[src/phy_mgmt_consts.svh]
`ifndef PHY_MGMT_CONSTS_SVH
`define PHY_MGMT_CONSTS_SVH

////////////////////////////////////////////////////////////
// mdio frame fields
////////////////////////////////////////////////////////////
`define MDIO_PREAMBLE_BITS 32    // ones ahead of every frame
`define MDIO_CMD_BITS      14    // start, op, phy addr, reg addr
`define MDIO_TA_BITS       2
`define MDIO_DATA_BITS     16
`define MDIO_PHY_ADDR      5'd0

// phy bring-up
`define MDIO_NUM_REGS      32
`define MDIO_POST_RST_WAIT 64    // short settle, fine for simulation
`define MDIO_LOOPBACK_BIT  14    // control register 0.14

////////////////////////////////////////////////////////////
// memory dump layout
////////////////////////////////////////////////////////////
`define DUMP_BASE_ADDR     13'h400
`define DUMP_DELIMITER     32'hAAAA_AAAA
`define DUMP_RECORD_TAG    4'hB

`endif

[src/mdio_pkg.sv]
package mdio_pkg;

    // clause 22 opcodes, sent msb first after the start bits
    typedef enum logic [1:0] {
        MDIO_OP_WRITE = 2'b01,
        MDIO_OP_READ  = 2'b10
    } mdio_op_e;

    // phy register number
    typedef logic [4:0] mdio_reg_addr_t;

    // one 16 bit phy register value
    typedef logic [15:0] mdio_data_t;

endpackage

[src/phy_reg_bank.sv]
`timescale 1ns/1ps
`include "phy_mgmt_consts.svh"

module phy_reg_bank
    import mdio_pkg::*;
(
    input  logic           enet_mdc_clk,
    input  logic           CPU_RESETn,
    input  logic           bank_we,
    input  mdio_reg_addr_t bank_waddr,
    input  mdio_data_t     bank_wdata,
    input  mdio_reg_addr_t bank_raddr,
    output mdio_data_t     bank_rdata,
    output mdio_data_t     reg0_value
);

    mdio_data_t regs [`MDIO_NUM_REGS];

    always_ff @(posedge enet_mdc_clk) begin
        if (!CPU_RESETn) begin
            for (int i = 0; i < `MDIO_NUM_REGS; i++) begin
                regs[i] <= '0;
            end
        end else if (bank_we) begin
            regs[bank_waddr] <= bank_wdata;
        end
    end

    assign bank_rdata = regs[bank_raddr];   // dump side
    assign reg0_value = regs[0];            // control reg, source of the loopback write

endmodule

[config.mk]
export PLATFORM = sky130hd
export DESIGN_NAME = phy_reg_bank
export DESIGN_NICKNAME = d
export VERILOG_FILES = /design/src/mdio_pkg.sv /design/src/phy_reg_bank.sv
export VERILOG_INCLUDE_DIRS = /design/src /design/src/src
export SDC_FILE = /design/constraint.sdc
export NUM_CORES = 1
export LEC_CHECK = 0
export ABC_AREA = 1
export CAP_MARGIN = 0
export CORE_MARGIN = 5
export CORE_UTILIZATION = 46
export CTS_BUF_LIST = sky130_fd_sc_hd__clkbuf_8 sky130_fd_sc_hd__clkbuf_16
export DETAILED_ROUTE_END_ITERATION = 10
export DONT_BUFFER_PORTS = 1
export PLACE_DENSITY = 0.67
export SLEW_MARGIN = 20
export SYNTH_ARGS = -nofsm -noshare
export SYNTH_HDL_FRONTEND = slang
export SYNTH_SLANG_ARGS = --single-unit
[constraint.sdc]
create_clock -name enet_mdc_clk -period 1.9 [get_ports enet_mdc_clk]
set_input_delay 0.095 -clock enet_mdc_clk [delete_from_list [all_inputs] [get_ports enet_mdc_clk]]
set_output_delay 0.095 -clock enet_mdc_clk [all_outputs]
set_load 0.05 [all_outputs]
Word level (Yosys, flattened, before mapping) --
Memories as Yosys holds them, arrays and structs flattened. Cells that the tools add are included.
Operators by class: muxes and demuxes 7, reduce and logical (&&, ||, !) cells 1
Operators with widths (count):
- $mux W16 | 1
- $reduce_or A16 Y1 | 1
- $mux W1 | 5
- $mux W5 | 1
Storage, ports and cells: register bits 0, RAM bits 512, output and inout bits 32, memories kept 1
Memory list:
- regs | words 32, width 16, read ports 2, clocked after Yosys merged registers in 0, write ports 32, line phy_reg_bank.sv:17 | mdio_data_t regs [`MDIO_NUM_REGS];

Logic depth before layout (Yosys ltp) --
Gate-level depths: netlist of the first run.
depth in word-level cells 5, gate-level depth with buffers 12

Least setup slack after synthesis of the first run --
OpenSTA, ideal clock, no wires.
path kind input to register, from input port CPU_RESETn, to memory regs[4][0] (netlist name) (enable), setup time 0.372 ns, arrival time 1.517 ns, required time 1.528 ns, slack 0.011 ns, cell stages on the path 6, cell sequence buf_4 nand2_1 nor3_4 nand2_2 buf_2 nand2_1
RTL lines:
- from (decl) | line phy_reg_bank.sv:8 | input logic CPU_RESETn,
- to (decl) | line phy_reg_bank.sv:17

==> impl_results.md, run 1 <==
* Final total negative setup slack at -0.5722 ns
* Max-capacitance violation count at 0
* Number of buffers added by the clock tree synthesis step at 52
* Deepest level of the CTS H-tree at 2
* Transition time of the tightest slew-check pin at 0.8621 ns
* Max reg flops at 512
* Signed area change from the synthesized netlist to the final layout at 15.83%
* Number of warning messages in the yosys log at 0
* Mapped Cells at 2423
* Proportion of layout cells with a drive suffix above 1 at 16.03%
* Crit path largest cell delay at 0.48 ns
* Max Clock Freq at 502.8 MHz
* ANT cells at 0
* Sw Share at 24.38%
* Number of global-route vias before repair at 17274
* Largest register by flop count: regs
* Via total after detailed routing at 17740
* CP Data Arrival Time at 1.89 ns
* Die width at 235.3 um
* Largest registers ranked by flip-flop count: regs: 512 flops
* Routed Wire Length at 66.66 mm
* TritonCTS clock tree: yes
* All-Layer GR Usage at 23.39%
* Data required time of the critical path at 1.80 ns
* Final Total Pwr at 25700 uW
* Weighted congestion at the end of routability-driven global placement at 0.8704
* Detailed router's first-iteration violation count at 1880
* Lkg Pwr at 0.01085 uW
* Max rail drop VDD at 781.1 uV
* Placeable Area at 50170 um^2
* Remaining global-route overflow at 0
* Number of remaining DRC errors at 0
* Final Hold Vio Count at 0
* Kind of path behind the tightest hold check: input pin to flop
* Overall die area at 55370 um^2
* CTS clock-pin slew for the worst setup and hold paths at 0.06 ns
* Finish-stage setup viols at 15
* Hpwl dp at 39.34 mm
* Mean instance size in the synthesized netlist at 9.637 um^2
* DRT antenna net count at 0
* Logic pwr share at 10.3%
* Net count of the mapped netlist at 2452
* Internal at 19430 uW
* Number of buffers between clock root and the deepest sink at 3
* Worst setup EP type: output port
* Top-level port count at 61
* Number of nets in the finished design at 2483
* Hold WS at 0.04567 ns
* FILL cells at 4328
* Register area at 15370 um^2
* Slowest CP cell: sky130_fd_sc_hd__edfxtp_1
* Starting Density at 46.54%
* Cell-by-cell trace of the critical path: nand2_1 -> nand3_1 -> nand3_1 -> nand2_1 -> nand2_2 -> nand2_1 -> nand2_1 -> nand2_2 -> buf_12
* Setup repair after global routing missed its margin: true
* Worst-path fanout max at 2
* Critical path launch point type: flop
* Critical path start-end classification: flop to output port
* Most repeated library cell on the critical path: sky130_fd_sc_hd__nand2_1
* Max-slew violation total from the final report at 0
* Setup WS post-layout at -0.08905 ns
* Dpl ws at 0.1341 ns
* Via density per instance at 5.602
* Power dissipated by switching net loads at 6267 uW
* Routed len/inst at 21.05 um
* Flop pwr share at 51.3%
* Quantity of I/O buffers inserted on ports at 0
* Clock power share at 38.4%
* Number of rows in the core area at 82
* Post-route core utilization at 53.91%
* Failing checks: setup timing
* Power density over the cells at 950.3 nW/um^2
* Count of TritonRoute iterations in the first routing pass at 5
* Master cell of the clock root buffer: sky130_fd_sc_hd__clkbuf_16
* Number of clock sinks at 512
* Number of flip-flops and latches in the synthesized netlist at 512
* Sequential share of the synthesized area at 65.84%
* Minimum period implied by the final worst setup slack at 1.989 ns
* Global-route wire length before repair at 101.1 mm
* Result of the run: finished, violations left
* Total area of multi-input combinational cells at 7448 um^2
* Antenna violations before repair at 0
* Post-synth cell types at 14
* Floorplan die height at 235.3 um
* Relative slew slack at 42.46%
* Netlist Area Pre-Place at 23350 um^2
* Share of the clock period used by the worst path at 104.7%
* Largest net degree at the start of global routing at 258
-- cell families after synthesis --
group | after synthesis | synth area share [%]
buffers and inverters | 218 | 4.286
AND/OR/NAND/NOR | 1693 | 29.87
flip-flops | 512 | 65.84
-- cells in the final DEF (no fill, tap or decap) --
| master | instances |
|---|---|
| sky130_fd_sc_hd__buf_12 | 31 |
| sky130_fd_sc_hd__buf_4 | 138 |
| sky130_fd_sc_hd__bufinv_16 | 4 |
| sky130_fd_sc_hd__clkbuf_16 | 53 |
| sky130_fd_sc_hd__clkinv_1 | 13 |
| sky130_fd_sc_hd__clkinv_2 | 13 |
| sky130_fd_sc_hd__clkinvlp_4 | 3 |
| sky130_fd_sc_hd__edfxtp_1 | 512 |
| sky130_fd_sc_hd__inv_1 | 31 |
| sky130_fd_sc_hd__inv_2 | 1 |
| sky130_fd_sc_hd__inv_4 | 1 |
| sky130_fd_sc_hd__inv_6 | 2 |
| sky130_fd_sc_hd__nand2_1 | 688 |
| sky130_fd_sc_hd__nand2_2 | 88 |
| sky130_fd_sc_hd__nand2_4 | 9 |
| sky130_fd_sc_hd__nand3_1 | 331 |
| sky130_fd_sc_hd__nand3_2 | 53 |
| sky130_fd_sc_hd__nor2_1 | 512 |
| sky130_fd_sc_hd__nor3_1 | 8 |
| sky130_fd_sc_hd__nor3_4 | 4 |
-- critical path, delay by kind of cell (launching register included) --
family | cells | cell delay (ns)
buffers and inverters | 1 | 0.17
DFF | 1 | 0.48
and+or+nand+nor | 8 | 0.64
-- power groups by stage --
stage / clock network [uW] / registers (uW) / logic (uW)
after CTS: 9960 / 13200 / 2560
after detailed placement: 0 / 13400 / 2430
after global routing: 10400 / 13200 / 2830
after floorplan: 0 / 13400 / 1490
after global placement: 0 / 13400 / 2410
final: 9860 / 13200 / 2640
-- final cells by class --
cell class	instances	area share, %
inverters	26	0.3886
well taps	672	3.109
multi-input cells	1693	27.54
repair buffers	169	6.125
flip-flops and latches	512	56.84
clock buffers	53	4.904
clock inverters	42	1.092
-- repair_timing --
action,in CTS,in global routing
setup endpoints to repair,16,16
pin swaps,49,45
hold endpoints to repair,480,0
setup buffers,15,1
resized for setup,67,60
hold buffers,1,0
cloned,0,0
-- metrics by stage --
step,cell area (um^2),instances
2_1_floorplan,23350,2423
3_3_place_gp,24810,3055
3_5_place_dp,24810,3055
4_1_cts,26780,3166
5_1_grt,27050,3167
6_report,27050,3167
-- final timing paths --
kind / startpoint / cells after the start / slack (ns) / end
worst max-delay path: regs[0][10] / 9 / -0.09 / bank_rdata[10]
worst min-delay path: bank_wdata[7] / 3 / 0.05 / regs[0][7]
-- per-layer routing --
layer / share of wire (%) / routed length (um) / GRT usage (%) / vias to the layer above
met5: 0 / 0 / 0 / -
met4: 3.8 / 2509 / 9.008 / 0
met3: 9.6 / 6393 / 4.745 / 153
met2: 48 / 32210 / 38.15 / 953
met1: 38 / 25550 / 31.16 / 8549
li1: - / - / - / 8085
-- cells in the mapped netlist --
cell,number,area (um^2)
sky130_fd_sc_hd__buf_6,17,191.4
sky130_fd_sc_hd__nand3_1,384,1922
sky130_fd_sc_hd__inv_1,25,93.84
sky130_fd_sc_hd__nor2_1,512,1922
sky130_fd_sc_hd__nor3_4,4,65.06
sky130_fd_sc_hd__nand2_2,32,200.2
sky130_fd_sc_hd__clkbuf_1,118,442.9
sky130_fd_sc_hd__edfxtp_1,512,15370
sky130_fd_sc_hd__nor3_1,8,40.04
sky130_fd_sc_hd__buf_4,2,15.01
sky130_fd_sc_hd__inv_2,1,3.750
sky130_fd_sc_hd__nand2_1,753,2826
sky130_fd_sc_hd__buf_1,17,63.81
sky130_fd_sc_hd__buf_2,38,190.2
Note: power is estimated with default switching activity, not from simulation.
==> inputs of run 2 (changes only) <==
- CORE_UTILIZATION: 46 -> 58
- CTS_BUF_LIST: sky130_fd_sc_hd__clkbuf_8 sky130_fd_sc_hd__clkbuf_16 -> sky130_fd_sc_hd__clkbuf_4 sky130_fd_sc_hd__clkbuf_8 sky130_fd_sc_hd__clkbuf_16
- PLACE_DENSITY: 0.67 -> 0.8
==> run 2 against run 1 <==
  * Final cell count fell by 4.8%
  * Design area fell by 0.70%
  * Largest cell class unchanged
  * Core utilization rose by 14 points
  * Total power fell by 0.37%
  * Die area fell by 20%
  * Highest routed layer unchanged
  * The flow still finishes with violations (setup timing)
  * Via count rose by 2.2%
  * Global-route usage rose by 5.1 points
  * Worst setup slack improved by 0.034 ns
==> impl_results.md, run 2 (same netlist as run 1, synthesis figures left out) <==
* Floorplan die height at 210.7 um (-10%)
* Final Total Pwr at 25610 uW (-0.37%)
* Weighted congestion at the end of routability-driven global placement at 0.9288 (+6.7%)
* Number of buffers between clock root and the deepest sink at 3 (unchanged)
* Most common library cell in the layout ignoring fill and taps: sky130_fd_sc_hd__nand2_1
* Max rail drop VDD at 830.3 uV (+6.3%)
* Crit path largest cell delay at 0.38 ns (-0.10 ns)
* Minimum period implied by the final worst setup slack at 1.955 ns (-0.03363 ns)
* Signed area change from the synthesized netlist to the final layout at 15.02%
* Setup repair after global routing missed its margin: true
* Die width at 210.7 um (-10%)
* All-Layer GR Usage at 28.45% (+5.1 points)
* Number of remaining DRC errors at 0 (unchanged)
* Placeable Area at 39820 um^2 (-21%)
* Worst-path fanout max at 1 (-1)
* Lkg Pwr at 0.01083 uW (-0.22%)
* Via density per instance at 6.015 (+7.4%)
* Via total after detailed routing at 18129 (+2.2%)
* Antenna violations before repair at 0 (unchanged)
* Max reg flops at 512 (unchanged)
* Cell-by-cell trace of the critical path: nand2_1 -> nand3_1 -> nand3_2 -> nand2_2 -> nand2_2 -> nand2_2 -> nand2_1 -> nand2_4 -> buf_12
* Master cell of the clock root buffer: sky130_fd_sc_hd__clkbuf_16
* Largest register by flop count: regs
* Met2 layer usage reported by global route at 47.76% (+9.6 points)
* Met1 routing resource usage after global routing at 36.95% (+5.8 points)
* Detailed router's first-iteration violation count at 2355 (+25%)
* Largest net degree at the start of global routing at 258 (unchanged)
* Post-route core utilization at 67.44% (+14 points)
* Result of the run: finished, violations left
* Proportion of layout cells with a drive suffix above 1 at 16.87% (+0.84 points)
* Global-route wire length before repair at 98.49 mm (-2.6%)
* Top-level port count at 61 (unchanged)
* Number of clock sinks at 512 (unchanged)
* Kind of path behind the tightest hold check: input pin to flop
* Transition time of the tightest slew-check pin at 0.7080 ns (-0.1541 ns)
* Max-capacitance violation count at 0 (unchanged)
* Finish-stage setup viols at 12 (-3)
* Deepest level of the CTS H-tree at 2 (unchanged)
* Busiest layer in global routing: met2
* Count of TritonRoute iterations in the first routing pass at 6 (+1)
* Overall die area at 44370 um^2 (-20%)
* Power density over the cells at 953.4 nW/um^2 (+0.33%)
* Number of buffers added by the clock tree synthesis step at 50 (-3.8%)
* Max-slew violation total from the final report at 0 (unchanged)
* Most used cells in the layout excluding fill and tap cells: sky130_fd_sc_hd__nand2_1 (670), sky130_fd_sc_hd__nor2_1 (512), sky130_fd_sc_hd__edfxtp_1 (512)
* Final Hold Vio Count at 0 (unchanged)
* Hpwl dp at 37.64 mm (-4.3%)
* Total cell area at the placement stage at 24570 um^2 (-0.97%)
* Number of global-route vias before repair at 17736 (+2.7%)
* Met3 demand-to-capacity share in global routing at 4.545% (-0.20 points)
* TritonCTS clock tree: yes
* Worst setup EP type: output port
* Largest registers ranked by flip-flop count: regs: 512 flops
* Data required time of the critical path at 1.80 ns (about the same)
* Relative slew slack at 52.75% (+10 points)
* Final total negative setup slack at -0.3560 ns (+0.2162 ns)
* Slowest CP cell: sky130_fd_sc_hd__edfxtp_1
* DRT antenna net count at 0 (unchanged)
* Quantity of I/O buffers inserted on ports at 0 (unchanged)
* Remaining global-route overflow at 0 (unchanged)
* Number of rows in the core area at 73 (-11%)
* Share of the clock period used by the worst path at 102.9% (-1.8 points)
* Setup WS post-layout at -0.05542 ns (+0.03363 ns)
* Failing checks: setup timing
* Routed len/inst at 21.17 um (+0.58%)
* Post-layout instance area at 26860 um^2 (-0.70%)
* Starting Density at 58.64% (+12 points)
* ANT cells at 0 (unchanged)
* Most repeated library cell on the critical path: sky130_fd_sc_hd__nand2_2
* Critical path start-end classification: flop to output port
* CTS clock-pin slew for the worst setup and hold paths at 0.06 ns (about the same)
* CP Data Arrival Time at 1.86 ns (-0.03 ns)
* Routed Wire Length at 63.80 mm (-4.3%)
* Number of nets in the finished design at 2480 (-0.12%)
* Max Clock Freq at 511.4 MHz (+1.7%)
* Critical path launch point type: flop
run 2: final timing paths:
kind	from	endpoint	cells past startpoint
worst max-delay path	regs[3][9]	bank_rdata[9]	9
worst min-delay path	CPU_RESETn	regs[6][5]	2
run 2: layout make-up:
class	instances	area, um^2
Sequential cell	512	15370
Fill cell	2826	12960
Multi-Input combinational cell	1693	7518
Timing Repair Buffer	168	1599
Clock buffer	64	1409
Tap cell	525	656.9
Clock inverter	26	195.2
Inverter	26	105.1
run 2: per-stage QoR:
stage | hold WS [ns] | instances | worst slack (ns)
detailed placement | 0.4000 | 2907 | 0.1265
floorplan | 0.3456 | 2423 | 0.01113
global route | 0.03241 | 3014 | -0.1153
CTS | 0.004786 | 3010 | -0.01451
finish | 0.02261 | 3014 | -0.05542
global placement | 0.3735 | 2907 | 0.1252
run 2: what timing repair did:
item / 4_1_cts / 5_1_grt
hold buffers: 1 / 0
gates resized for setup: 117 / 33
endpoints found under the setup margin: 16 / 16
pin swaps: 46 / 23
gates cloned: 0 / 0
hold endpoints to repair: 486 / 0
buffers inserted: 12 / 4
run 2: critical path, delay by kind of cell (launching register included):
kind | cells | cell delay (ns)
AND/OR/NAND/NOR | 8 | 0.75
flip-flops | 1 | 0.38
buffers and inverters | 1 | 0.16
run 2: per-layer routing:
| layer | up-vias | share of wire [%] |
|---|---|---|
| met5 | - | 0 |
| met4 | 0 | 4.8 |
| met3 | 230 | 10 |
| met2 | 1168 | 50 |
| met1 | 8650 | 35 |
| li1 | 8081 | - |
run 2: power breakdown:
part | total (uW) | internal (uW) | switching, uW
clock network | 9770 | 5620 | 4150
registers | 13200 | 13000 | 192
logic | 2630 | 840 | 1790
total | 25600 | 19500 | 6130
==> inputs of run 3 (changes only) <==
- CELL_PAD_IN_SITES_DETAIL_PLACEMENT: unset -> 0
- CELL_PAD_IN_SITES_GLOBAL_PLACEMENT: unset -> 1
- CORE_UTILIZATION: 58 -> 45
- PLACE_DENSITY: 0.8 -> 0.79
==> run 3 against run 2 <==
  * The flow still finishes with violations (setup timing)
  * Critical path depth is 3 higher
  * Non-clock buffer count rose by 10
  * Count of clock-buffer cells in the layout down 2
  * Sequential share of layout area fell by 1.3 points
  * Highest routed layer unchanged
==> impl_results.md, run 3 (same netlist as run 1, synthesis figures left out) <==
* Result of the run: finished, violations left
* Failing checks: setup timing
* Number of global-route vias before repair at 17060 (-3.8%)
* Worst setup endpoint: bank_rdata[11]
* Number of nets in the finished design at 2492 (+0.48%)
* Cell-by-cell trace of the critical path: inv_8 -> buf_12 -> buf_12 -> nand2_1 -> nand3_1 -> nand3_2 -> nand2_1 -> nand2_1 -> nand2_1 -> nand2_1 -> nand2_2 -> buf_12
* Hpwl dp at 40.77 mm (+8.3%)
* Number of clock sinks at 512 (unchanged)
* Buffer and inverter count on the worst path at 4 (+3)
* Critical path launch point type: input pin
* Post-route core utilization at 53.44% (-14 points)
* Minimum period implied by the final worst setup slack at 2.191 ns (+0.2358 ns)
* Busiest layer in global routing: met2
* Final Hold Vio Count at 0 (unchanged)
* Weighted congestion at the end of routability-driven global placement at 0.8582 (-7.6%)
* Worst setup EP type: output port
* Crit path largest cell delay at 0.32 ns (-0.06 ns)
* Routed Wire Length at 69.08 mm (+8.3%)
* Quantity of I/O buffers inserted on ports at 0 (unchanged)
* Max reg flops at 512 (unchanged)
* Max-slew violation total from the final report at 0 (unchanged)
* Starting Density at 45.43% (-13 points)
* Remaining global-route overflow at 0 (unchanged)
* Data required time of the critical path at 1.80 ns (about the same)
* Routed len/inst at 21.73 um (+2.7%)
* Lkg Pwr at 0.01098 uW (+1.4%)
* Critical path start-end classification: input pin to output port
* Cell family with most CP delay: buffers and inverters
* Largest net degree at the start of global routing at 258 (unchanged)
* Met3 demand-to-capacity share in global routing at 4.467% (-0.078 points)
* CTS clock-pin slew for the worst setup and hold paths at 0.06 ns (about the same)
* Max-capacitance violation count at 0 (unchanged)
* Transition time of the tightest slew-check pin at 0.8320 ns (+0.1240 ns)
* Signed area change from the synthesized netlist to the final layout at 17.63%
* All-Layer GR Usage at 24.03% (-4.4 points)
* Number of rows in the core area at 83 (+14%)
* Floorplan die height at 237.8 um (+13%)
* Total cell area at the placement stage at 24940 um^2 (+1.5%)
* Worst-path fanout max at 257 (+256)
* Top-level port count at 61 (unchanged)
* Proportion of layout cells with a drive suffix above 1 at 17.65% (+0.77 points)
* Number of buffers between clock root and the deepest sink at 3 (unchanged)
* Via total after detailed routing at 17704 (-2.3%)
* Power density over the cells at 960.6 nW/um^2 (+0.76%)
* Finish-stage setup viols at 16 (+4)
* ANT cells at 0 (unchanged)
* TritonCTS clock tree: yes
* Post-layout instance area at 27470 um^2 (+2.3%)
* Kind of path behind the tightest hold check: input pin to flop
* Max Clock Freq at 456.4 MHz (-11%)
* Largest register by flop count: regs
* Max rail drop VDD at 719.3 uV (-13%)
* Deepest level of the CTS H-tree at 2 (unchanged)
* Die width at 237.8 um (+13%)
* Antenna violations before repair at 0 (unchanged)
* Share of the clock period used by the worst path at 115.3% (+12 points)
* Relative slew slack at 44.47% (-8.3 points)
* Via density per instance at 5.569 (-7.4%)
* Non-filler instance count after layout at 3179 (+5.5%)
* Overall die area at 56550 um^2 (+27%)
* Placed Cells at 3072 (+5.7%)
* Master cell of the clock root buffer: sky130_fd_sc_hd__clkbuf_16
* Most common library cell in the layout ignoring fill and taps: sky130_fd_sc_hd__nand2_1
* Met1 routing resource usage after global routing at 34.21% (-2.7 points)
* Detailed router's first-iteration violation count at 2107 (-11%)
* CP Data Arrival Time at 2.10 ns (+0.24 ns)
* Count of TritonRoute iterations in the first routing pass at 5 (-1)
* Most repeated library cell on the critical path: sky130_fd_sc_hd__nand2_1
* Setup WS post-layout at -0.2912 ns (-0.2358 ns)
* Number of remaining DRC errors at 0 (unchanged)
* Global-route wire length before repair at 104.3 mm (+5.9%)
* Count of cell instances traversed by the critical path at 12 (+3)
* Number of buffers added by the clock tree synthesis step at 52 (+4.0%)
* DRT antenna net count at 0 (unchanged)
* Slowest CP cell: sky130_fd_sc_hd__inv_8
* Met2 layer usage reported by global route at 38.31% (-9.5 points)
* Placeable Area at 51410 um^2 (+29%)
* Setup repair after global routing missed its margin: true
* Largest registers ranked by flip-flop count: regs: 512 flops
* Crit path launch: bank_raddr[0]
* Most used cells in the layout excluding fill and tap cells: sky130_fd_sc_hd__nand2_1 (670), sky130_fd_sc_hd__nor2_1 (512), sky130_fd_sc_hd__edfxtp_1 (512)
[run 3: area by class of cell]
class	count	area [um^2]
inverter	26	107.6
multi-input combinational	1693	7651
sequential	512	15370
fill	4510	23940
tap	680	850.8
timing repair buffer	178	1777
clock buffer	62	1394
clock inverter	28	314.1
[run 3: routing by layer]
| layer | share of wire (%) | vias up |
|---|---|---|
| li1 | - | 8119 |
| met1 | 41 | 8662 |
| met2 | 47 | 807 |
| met3 | 9.1 | 116 |
| met4 | 2.6 | 0 |
| met5 | 0 | - |
[run 3: worst min-delay path by stage]
stage / startpoint / end / slack (ns) / cells past startpoint
after floorplan: bank_wdata[15] / regs[0][15] / 0.35 / 2
after global placement: CPU_RESETn / regs[12][0] / 0.30 / 1
after detailed placement: CPU_RESETn / regs[12][0] / 0.31 / 1
after CTS: CPU_RESETn / regs[7][5] / 0.02 / 3
after global routing: CPU_RESETn / regs[7][5] / 0.05 / 3
final: CPU_RESETn / regs[7][5] / 0.06 / 3
[run 3: where the power goes]
group / internal, uW / switching (uW) / total, uW / leakage, uW
Sequential: 13000 / 170 / 13200 / 0.00487
Combinational: 883 / 1890 / 2770 / 0.00527
Clock: 6150 / 4280 / 10400 / 0.000841
Total: 20000 / 6350 / 26400 / 0.0110
[run 3: timing repair]
action	CTS	global route
resized for setup	139	33
pin swaps	53	25
setup endpoints to repair	16	16
endpoints found under the hold margin	474	0
hold buffers	2	0
setup buffers	14	1
[run 3: through the flow]
step           setup WS, ns  hold WS (ns)  setup TNS [ns]  power (uW)
5_1_grt             -0.1525       0.04998          -2.124       27190
3_3_place_gp     -0.0008930        0.3044      -0.0008930       15890
3_5_place_dp        0.02672        0.3076               0       15920
2_1_floorplan       0.01113        0.3456               0       14930
4_1_cts            -0.08638       0.02234          -1.139       26440
6_report            -0.2912       0.05975          -2.345       26390
